File: config.mk
export PLATFORM = sky130hd
export DESIGN_NAME = afu_test_sequencer
export DESIGN_NICKNAME = d
export VERILOG_FILES = /design/src/hw/afu_seq_pkg.sv /design/src/hw/afu_test_sequencer.sv /design/src/hw/afu_seq_fsm.sv /design/src/hw/afu_address_pattern_gen.sv /design/src/hw/afu_iteration_counter.sv
export SDC_FILE = /design/constraint.sdc
export NUM_CORES = 1
export LEC_CHECK = 0
export ABC_CLOCK_PERIOD_IN_PS = 5300
export BUFFER_PORTS_ARGS = -buffer_cell sky130_fd_sc_hd__buf_2
export CAP_MARGIN = 20
export CORE_MARGIN = 3
export CORE_UTILIZATION = 30
export CTS_CLUSTER_DIAMETER = 120
export CTS_CLUSTER_SIZE = 10
export DETAILED_ROUTE_END_ITERATION = 6
export GPL_ROUTABILITY_DRIVEN = 0
export HOLD_SLACK_MARGIN = 0.02
export PLACE_DENSITY = 0.63
export SLEW_MARGIN = 20
export SYNTH_ARGS = -nofsm -noshare
export SYNTH_HDL_FRONTEND = slang
export SYNTH_SLANG_ARGS = --single-unit
File: constraint.sdc
create_clock -name clk -period 5.3 [get_ports clk]
set_input_delay 0.265 -clock clk [delete_from_list [all_inputs] [get_ports clk]]
set_output_delay 0.265 -clock clk [all_outputs]
set_load 0.02 [all_outputs]
File: src/hw/afu_seq_pkg.sv
//==================================================
// afu test sequencer package
// shared widths, configuration and job structs,
// stage status and the sequencer state encoding
//==================================================

package afu_seq_pkg;

  // ==================================================
  // widths that carry a meaning
  // ==================================================

  // byte address of a set as seen by the stages
  typedef logic [51:0] addr_t;

  // data pattern written by execute and checked by verify
  typedef logic [31:0] pattern_t;

  // raw set offset as the host writes it
  typedef logic [31:0] set_offset_t;

  // host counts for address increments, sets and loops
  typedef logic [7:0] count8_t;

  // position of a set inside one loop
  typedef logic [3:0] set_index_t;

  // the raw offset is in units of 64 byte lines
  localparam int unsigned set_offset_shift = 6;

  // ==================================================
  // structs
  // ==================================================

  // host configuration that stays stable while the sequencer is busy
  typedef struct packed {
    addr_t       base_address;
    set_offset_t set_offset;
    pattern_t    base_pattern;
    count8_t     address_increments;
    // only the low four bits select the number of sets
    count8_t     number_of_sets;
    // zero here means loop until disabled
    count8_t     number_of_loops;
    logic        pattern_step;
    logic        writes_only;
    logic        reads_only;
  } seq_config_t;

  // work item handed to both stages for the current set
  typedef struct packed {
    addr_t      address;
    pattern_t   pattern;
    set_index_t set_index;
  } stage_job_t;

  // answer of a stage whose error bits count only while done is high
  typedef struct packed {
    logic done;
    logic error_found;
    logic bus_error;
  } stage_status_t;

  // ==================================================
  // sequencer states
  // ==================================================
  typedef enum logic [3:0] {
    IDLE          = 4'd0,
    INIT          = 4'd1,
    EXECUTE_START = 4'd2,
    EXECUTE_WAIT  = 4'd3,
    VERIFY_START  = 4'd4,
    VERIFY_WAIT   = 4'd5,
    CHECK_RESULT  = 4'd6,
    SET_CHECK     = 4'd7,
    LOOP_CHECK    = 4'd8,
    COMPLETE      = 4'd9
  } seq_state_t;

endpackage
File: src/hw/afu_test_sequencer.sv
//==================================================
// afu test sequencer top level
// joins the state machine with the iteration
// counter and the address and pattern generator
//==================================================

`timescale 1ns/1ps

module afu_test_sequencer #(
  parameter int loop_count_width = 10
) (
  input  logic                       clk,
  input  logic                       reset_n,
  input  logic                       enable_in,
  input  logic                       force_disable,
  input  afu_seq_pkg::seq_config_t   cfg,
  input  afu_seq_pkg::stage_status_t execute_status,
  input  afu_seq_pkg::stage_status_t verify_status,
  output logic                       execute_start,
  output logic                       verify_start,
  output afu_seq_pkg::stage_job_t    job,
  output logic                       busy,
  output logic                       run_done,
  output logic                       run_error
);

  // one cycle controls from the state machine
  logic run_start;
  logic loop_start;
  logic set_step;
  logic loop_step;
  // iteration flags back to the state machine
  logic last_set;
  logic last_loop;

  // ==================================================
  // sequencing control
  // ==================================================
  afu_seq_fsm afu_seq_fsm_inst (
    .clk            (clk),
    .reset_n        (reset_n),
    .enable_in      (enable_in),
    .force_disable  (force_disable),
    .cfg            (cfg),
    .execute_status (execute_status),
    .verify_status  (verify_status),
    .last_set       (last_set),
    .last_loop      (last_loop),
    .execute_start  (execute_start),
    .verify_start   (verify_start),
    .run_start      (run_start),
    .loop_start     (loop_start),
    .set_step       (set_step),
    .loop_step      (loop_step),
    .busy           (busy),
    .run_done       (run_done),
    .run_error      (run_error)
  );

  // ==================================================
  // set and loop counting
  // ==================================================
  afu_iteration_counter #(
    .loop_count_width (loop_count_width)
  ) afu_iteration_counter_inst (
    .clk        (clk),
    .reset_n    (reset_n),
    .cfg        (cfg),
    .run_start  (run_start),
    .loop_start (loop_start),
    .set_step   (set_step),
    .loop_step  (loop_step),
    .last_set   (last_set),
    .last_loop  (last_loop)
  );

  // job for both stages
  afu_address_pattern_gen afu_address_pattern_gen_inst (
    .clk        (clk),
    .reset_n    (reset_n),
    .cfg        (cfg),
    .run_start  (run_start),
    .loop_start (loop_start),
    .set_step   (set_step),
    .job        (job)
  );

endmodule

File: src/hw/afu_seq_fsm.sv
//==================================================
// afu sequencer state machine
// orders the execute and verify starts, steps the
// sets and loops and ends the run on error,
// completion or forced disable
//==================================================

`timescale 1ns/1ps

module afu_seq_fsm (
  input  logic                       clk,
  input  logic                       reset_n,
  input  logic                       enable_in,
  input  logic                       force_disable,
  input  afu_seq_pkg::seq_config_t   cfg,
  input  afu_seq_pkg::stage_status_t execute_status,
  input  afu_seq_pkg::stage_status_t verify_status,
  input  logic                       last_set,
  input  logic                       last_loop,
  output logic                       execute_start,
  output logic                       verify_start,
  output logic                       run_start,
  output logic                       loop_start,
  output logic                       set_step,
  output logic                       loop_step,
  output logic                       busy,
  output logic                       run_done,
  output logic                       run_error
);

  import afu_seq_pkg::*;

  seq_state_t state;
  seq_state_t next_state;
  logic       force_stop;
  logic       verify_fail;
  logic       execute_fail;

  // ==================================================
  // stop conditions
  // ==================================================
  always_comb
  begin
    // a forced disable only matters while a run is in flight and not already ending
    force_stop   = force_disable && busy && (state != COMPLETE);
    // a data miscompare is ignored in reads only mode since nothing was written
    verify_fail  = verify_status.bus_error || (verify_status.error_found && !cfg.reads_only);
    execute_fail = execute_status.bus_error;
  end

  // ==================================================
  // state, busy and error registers
  // ==================================================
  always_ff @(posedge clk)
  begin
    if (!reset_n)
      state <= IDLE;
    else if (force_stop)
      // going through COMPLETE keeps the run_done pulse on a disable
      state <= COMPLETE;
    else
      state <= next_state;
  end

  always_ff @(posedge clk)
  begin
    if (!reset_n)
      busy <= 1'b0;
    else if (force_stop || (state == COMPLETE))
      busy <= 1'b0;
    else if (run_start)
      busy <= 1'b1;
  end

  // the error flag holds after the run so the host can read it with run_done
  always_ff @(posedge clk)
  begin
    if (!reset_n)
      run_error <= 1'b0;
    else if (run_start)
      run_error <= 1'b0;
    else if ((state == EXECUTE_WAIT) && execute_status.done && execute_fail)
      run_error <= 1'b1;
    else if ((state == VERIFY_WAIT) && verify_status.done && verify_fail)
      run_error <= 1'b1;
  end

  // ==================================================
  // next state and one cycle controls
  // ==================================================
  always_comb
  begin
    next_state    = state;
    execute_start = 1'b0;
    verify_start  = 1'b0;
    run_start     = 1'b0;
    loop_start    = 1'b0;
    set_step      = 1'b0;
    loop_step     = 1'b0;
    run_done      = 1'b0;
    case (state)
      IDLE:
      begin
        if (enable_in)
        begin
          run_start  = 1'b1;
          next_state = INIT;
        end
      end
      INIT:
      begin
        // every loop restarts the address walk from the base address
        loop_start = 1'b1;
        next_state = cfg.reads_only ? VERIFY_START : EXECUTE_START;
      end
      EXECUTE_START:
      begin
        execute_start = 1'b1;
        next_state    = EXECUTE_WAIT;
      end
      EXECUTE_WAIT:
      begin
        // stay here until the stage answers, however long it takes
        if (execute_status.done)
        begin
          if (execute_fail)
            next_state = COMPLETE;
          else if (cfg.writes_only)
            next_state = SET_CHECK;
          else
            next_state = VERIFY_START;
        end
      end
      VERIFY_START:
      begin
        verify_start = 1'b1;
        next_state   = VERIFY_WAIT;
      end
      VERIFY_WAIT:
      begin
        if (verify_status.done)
          next_state = CHECK_RESULT;
      end
      CHECK_RESULT:
      begin
        // run_error was captured on the done cycle
        next_state = run_error ? COMPLETE : SET_CHECK;
      end
      SET_CHECK:
      begin
        // the set step also moves the pattern on across loop boundaries
        set_step = 1'b1;
        if (last_set)
        begin
          loop_step  = 1'b1;
          next_state = LOOP_CHECK;
        end
        else
        begin
          next_state = cfg.reads_only ? VERIFY_START : EXECUTE_START;
        end
      end
      LOOP_CHECK:
      begin
        next_state = last_loop ? COMPLETE : INIT;
      end
      COMPLETE:
      begin
        run_done   = 1'b1;
        next_state = IDLE;
      end
      default:
      begin
        next_state = IDLE;
      end
    endcase
  end

endmodule

File: src/hw/afu_address_pattern_gen.sv
//==================================================
// afu address and pattern generator
// holds the job for the current set and steps the
// address, set index and pattern between sets
//==================================================

`timescale 1ns/1ps

module afu_address_pattern_gen (
  input  logic                     clk,
  input  logic                     reset_n,
  input  afu_seq_pkg::seq_config_t cfg,
  input  logic                     run_start,
  input  logic                     loop_start,
  input  logic                     set_step,
  output afu_seq_pkg::stage_job_t  job
);

  import afu_seq_pkg::*;

  addr_t      set_stride;
  pattern_t   pattern_incr;
  addr_t      address;
  pattern_t   pattern;
  set_index_t set_index;

  // ==================================================
  // step sizes
  // ==================================================
  always_comb
  begin
    // the raw offset counts cache lines so it is scaled to bytes here
    set_stride   = addr_t'(cfg.set_offset) << set_offset_shift;
    pattern_incr = pattern_t'(cfg.address_increments) + 32'd1;
  end

  // ==================================================
  // address and set index
  // ==================================================

  // address walks from the base once per loop
  always_ff @(posedge clk)
  begin
    if (loop_start)
      address <= cfg.base_address;
    else if (set_step)
      address <= address + set_stride;
  end

  always_ff @(posedge clk)
  begin
    if (!reset_n)
      set_index <= '0;
    else if (loop_start)
      set_index <= '0;
    else if (set_step)
      set_index <= set_index + 4'd1;
  end

  // ==================================================
  // pattern
  // ==================================================

  // the pattern keeps running across loops and only reloads at a new run
  always_ff @(posedge clk)
  begin
    if (run_start)
      pattern <= cfg.base_pattern;
    else if (set_step)
      pattern <= cfg.pattern_step ? (pattern + pattern_incr) : cfg.base_pattern;
  end

  always_comb
  begin
    job.address   = address;
    job.pattern   = pattern;
    job.set_index = set_index;
  end

endmodule

File: src/hw/afu_iteration_counter.sv
//==================================================
// afu iteration counter
// counts sets within a loop and completed loops
// and flags the last set and the last loop
//==================================================

`timescale 1ns/1ps

module afu_iteration_counter #(
  parameter int loop_count_width = 10
) (
  input  logic                     clk,
  input  logic                     reset_n,
  input  afu_seq_pkg::seq_config_t cfg,
  input  logic                     run_start,
  input  logic                     loop_start,
  input  logic                     set_step,
  input  logic                     loop_step,
  output logic                     last_set,
  output logic                     last_loop
);

  import afu_seq_pkg::*;

  set_index_t                  sets_per_loop;
  set_index_t                  set_count;
  logic [loop_count_width-1:0] loops_done;
  logic [loop_count_width-1:0] loops_target;

  // ==================================================
  // limits taken from the configuration
  // ==================================================
  always_comb
  begin
    // a set count of zero still runs one set per loop
    if (cfg.number_of_sets[3:0] == 4'd0)
      sets_per_loop = 4'd1;
    else
      sets_per_loop = set_index_t'(cfg.number_of_sets[3:0]);
    loops_target = loop_count_width'(cfg.number_of_loops);
  end

  // ==================================================
  // counters
  // ==================================================

  // set count restarts at every loop
  always_ff @(posedge clk)
  begin
    if (!reset_n)
      set_count <= '0;
    else if (loop_start)
      set_count <= '0;
    else if (set_step)
      set_count <= set_count + 4'd1;
  end

  // completed loops since the run started
  always_ff @(posedge clk)
  begin
    if (!reset_n)
      loops_done <= '0;
    else if (run_start)
      loops_done <= '0;
    else if (loop_step)
      loops_done <= loops_done + 1'b1;
  end

  always_comb
  begin
    last_set  = (set_count == (sets_per_loop - 4'd1));
    // zero loops means endless so the last loop never comes
    last_loop = (cfg.number_of_loops != 8'd0) && (loops_done == loops_target);
  end

endmodule

==> run_results.csv <==
group,metric,value,unit
run_status,outcome,"complete, no violations",
timing,period_needed,3590,ps
timing,finalWorstSetupSlack,1710,ps
detailed_routing,wl_per_cell,15.6,µm
clock_tree,cts_htree_levels,3,
detailed_routing,drtIter0Drc,508,
synthesis,yosysUniqueCellTypes,58,
power_and_ir_drop,ir_drop,0.158,mV
synthesis,syn_nets,1054,
worst_setup_path,crit_fanout,9,
timing,tns,0,ps
clock_tree,cts.repair.resized,0,
floorplanning,dieArea,27200,µm²
clock_tree,cts_setup_buffers,0,
hold_path,min_path_type,"in -> reg",
placement,portBuffers,240,
detailed_routing,drc_errors,0,
timing,rsz0062_at_grt,"no",
synthesis,synth_seq_cells,108,
worst_setup_path,worstSetupStartpointType,"register",
final_layout,nNetsFinal,1277,
power_and_ir_drop,p_leak,3.96,nW
synthesis,synth_flop_cell,"edfxtp_1",
clock_tree,cts_hold_buf,0,
job,drv_cap,0,
floorplanning,dieWidth,165,µm
worst_setup_path,max_stage_delay,460,ps
final_layout,drive_above_1_share,25.9,%
timing,drv_slew,0,
floorplanning,coreArea,24500,µm²
timing,finalSetupViolations,0,
timing,relSlewSlack,33.8,%
worst_setup_path,required,5360,ps
clock_tree,cts_root_buf,"clkbuf_16",
floorplanning,io_pins,246,
synthesis,synth_edf_count,84,
global_route,grt_use_total,15.6,%
global_route,grt_overflow_total,0,
timing,timing.final.hold_violations,0,
detailed_routing,postRouteAntennaNets,0,
worst_setup_path,cp_data_arrival_time,3650,ps
global_route,grt_pass1_wl,34.2,mm
worst_setup_path,end_kind,"register",
timing,worst_pin_slew,992,ps
synthesis,synth_warnings,0,
clock_tree,clk-insertion-delay-late,360,ps
placement,dp_slack,1750,ps
global_route,grt_pass1_vias,6752,
detailed_routing,routed_wl,22.0,mm
detailed_routing,vias,6952,
worst_setup_path,crit_chain,"ha_1, fa_1, a21o_1, a221oi_2, a211oi_2, o41ai_4, a31oi_2, o21ai_4, a211oi_1, xnor2_1, o21ai_0",
clock_tree,clkSinkCount,108,
timing,fmax,278,MHz
global_route,antenna_found_initial,3,
floorplanning,num_rows,57,
floorplanning,die_y,165,µm
clock_tree,cts_buffers,9,
clock_tree,clk_path_buf_depth,2,
timing,min_period_over_period,67.8,%
worst_setup_path,slowest_stage,"o41ai_4",
power_and_ir_drop,p_total,3.65,mW
synthesis,synth_seq_area_share,39.7,%
detailed_routing,viasPerCell,4.94,
final_layout,area_growth,24.2,%
floorplanning,start_util,30.8,%
synthesis,synthCells,853,
synthesis,netlist_area,7560,µm²
synthesis,avgSynthCellArea,8.87,µm²
clock_tree,cts_tree,"done",
clock_tree,clk_pin_slew,80,ps
power_and_ir_drop,power.density,389,nW/µm²
placement,post-dp-hpwl,17.2,mm
detailed_routing,drt-pass1-iter-count,5,
global_route,grt_max_degree,63,
worst_setup_path,worstSetupPathType,"reg -> reg",
timing,clock_skew,21.2,ps
synthesis,synth-async-reset-ratio,0,%
cells in the mapped netlist, drive strengths merged, types with 3 or more instances:
master | n | area [µm²]
nand2 | 126 | 473
edfxtp | 84 | 2520
o21ai | 80 | 412
a21oi | 72 | 364
nor2 | 69 | 262
xnor2 | 60 | 526
ha | 46 | 576
xor2 | 43 | 377
clkbuf | 31 | 116
and3 | 24 | 150
dfxtp | 24 | 480
inv | 21 | 78.8
nand3 | 21 | 105
nand4 | 16 | 100
a21o | 15 | 113
a31oi | 12 | 81.3
nor2b | 12 | 75.1
nor3 | 12 | 60.1
a211oi | 11 | 87.6
o21a | 8 | 60.1
o22ai | 6 | 37.5
o21bai | 5 | 37.5
nand2b | 4 | 25.0
nor4 | 4 | 25.0
a21boi | 3 | 22.5
and2 | 3 | 18.8
buf | 3 | 11.3
or3 | 3 | 18.8
area by class of cell:
type / instances / area [µm²]
fillers: 2583 / 15100
multi-input cells: 690 / 4360
flip-flops and latches: 108 / 3000
repair buffers: 246 / 1250
well taps: 324 / 405
clock buffers: 9 / 225
inverters: 21 / 78.8
clock inverters: 7 / 68.8
diodes: 2 / 5.00
worst max-delay path: cells and delay by family, from the launching register on:
family,cells,cell delay [ps]
compound gates,8,2070
fa+ha+maj,2,660
flops,1,390
xor+xnor,1,180
worst paths after layout:
| kind | startpoint | to | slack [ps] | cells past startpoint |
|---|---|---|---|---|
| setup / recovery | afu_address_pattern_gen_inst.address[6] | afu_address_pattern_gen_inst.address[46] | 1710 | 11 |
| hold / removal | verify_status[2] | afu_seq_fsm_inst.run_error | 170 | 3 |
| setup reg to reg | afu_address_pattern_gen_inst.address[6] | afu_address_pattern_gen_inst.address[46] | 1710 | 11 |
| hold reg to reg | afu_iteration_counter_inst.loops_done[9] | afu_iteration_counter_inst.loops_done[9] | 500 | 2 |
per-stage QoR:
step                      util [%]  hold WS [ps]  std cells  cell area, µm²
after floorplan                  -           393        853            7560
after global placement        37.1           474       1389            9090
after detailed placement      37.1           490       1389            9090
after CTS                     38.3           160       1405            9390
after global routing          38.3           169       1407            9390
final                         38.3           175       1407            9390
layout by cell type (no fill, tap or decap), types with 43 or more instances in the layout:
cell / count
buf_2: 240
o21ai_0: 78
xor2_1: 43
xnor2_1: 60
nor2_1: 68
a21oi_1: 71
nand2_1: 124
edfxtp_1: 84
ha_1: 46
flip-flops by register name (all words and copies together) (netlist names):
register and cells:
afu_address_pattern_gen_inst.address 52, afu_iteration_counter_inst.set_count 4, afu_seq_fsm_inst.run_error 1, afu_seq_fsm_inst.state 4, afu_address_pattern_gen_inst.pattern 32, afu_seq_fsm_inst.busy 1
afu_iteration_counter_inst.loops_done 10, afu_address_pattern_gen_inst.set_index 4
report_power, final:
group	leakage [nW]	switching, mW	internal [mW]
Combinational	2.83	1.03	0.632
Clock	0.143	0.353	0.333
Sequential	0.988	0.127	1.18
cell families (layout without fill, tap and decap cells):
logic type	count (synthesis)	count (layout)	share of synthesized area (%)
buffers and inverters	55	283	2.73
other	0	2	0
AOI/OAI and AO/OA	230	230	18.5
xor gates and xnor gates	103	103	11.9
adders and majority gates	48	48	8.14
muxes	4	4	0.562
and+or+nand+nor	305	305	18.5
DFF	108	108	39.7
per-layer routing:
layer  track usage [%]  routed length (µm)  vias up  share of wire [%]
met5                 0                  13        -              0.059
met4              4.16                 286        2                1.3
met3              3.01                1320       16                6.0
met2              26.0               10400      203                 47
met1              20.9                9980     3220                 45
li1                  -                   -     3511                  -
Note: power is estimated with default switching activity, not from simulation.
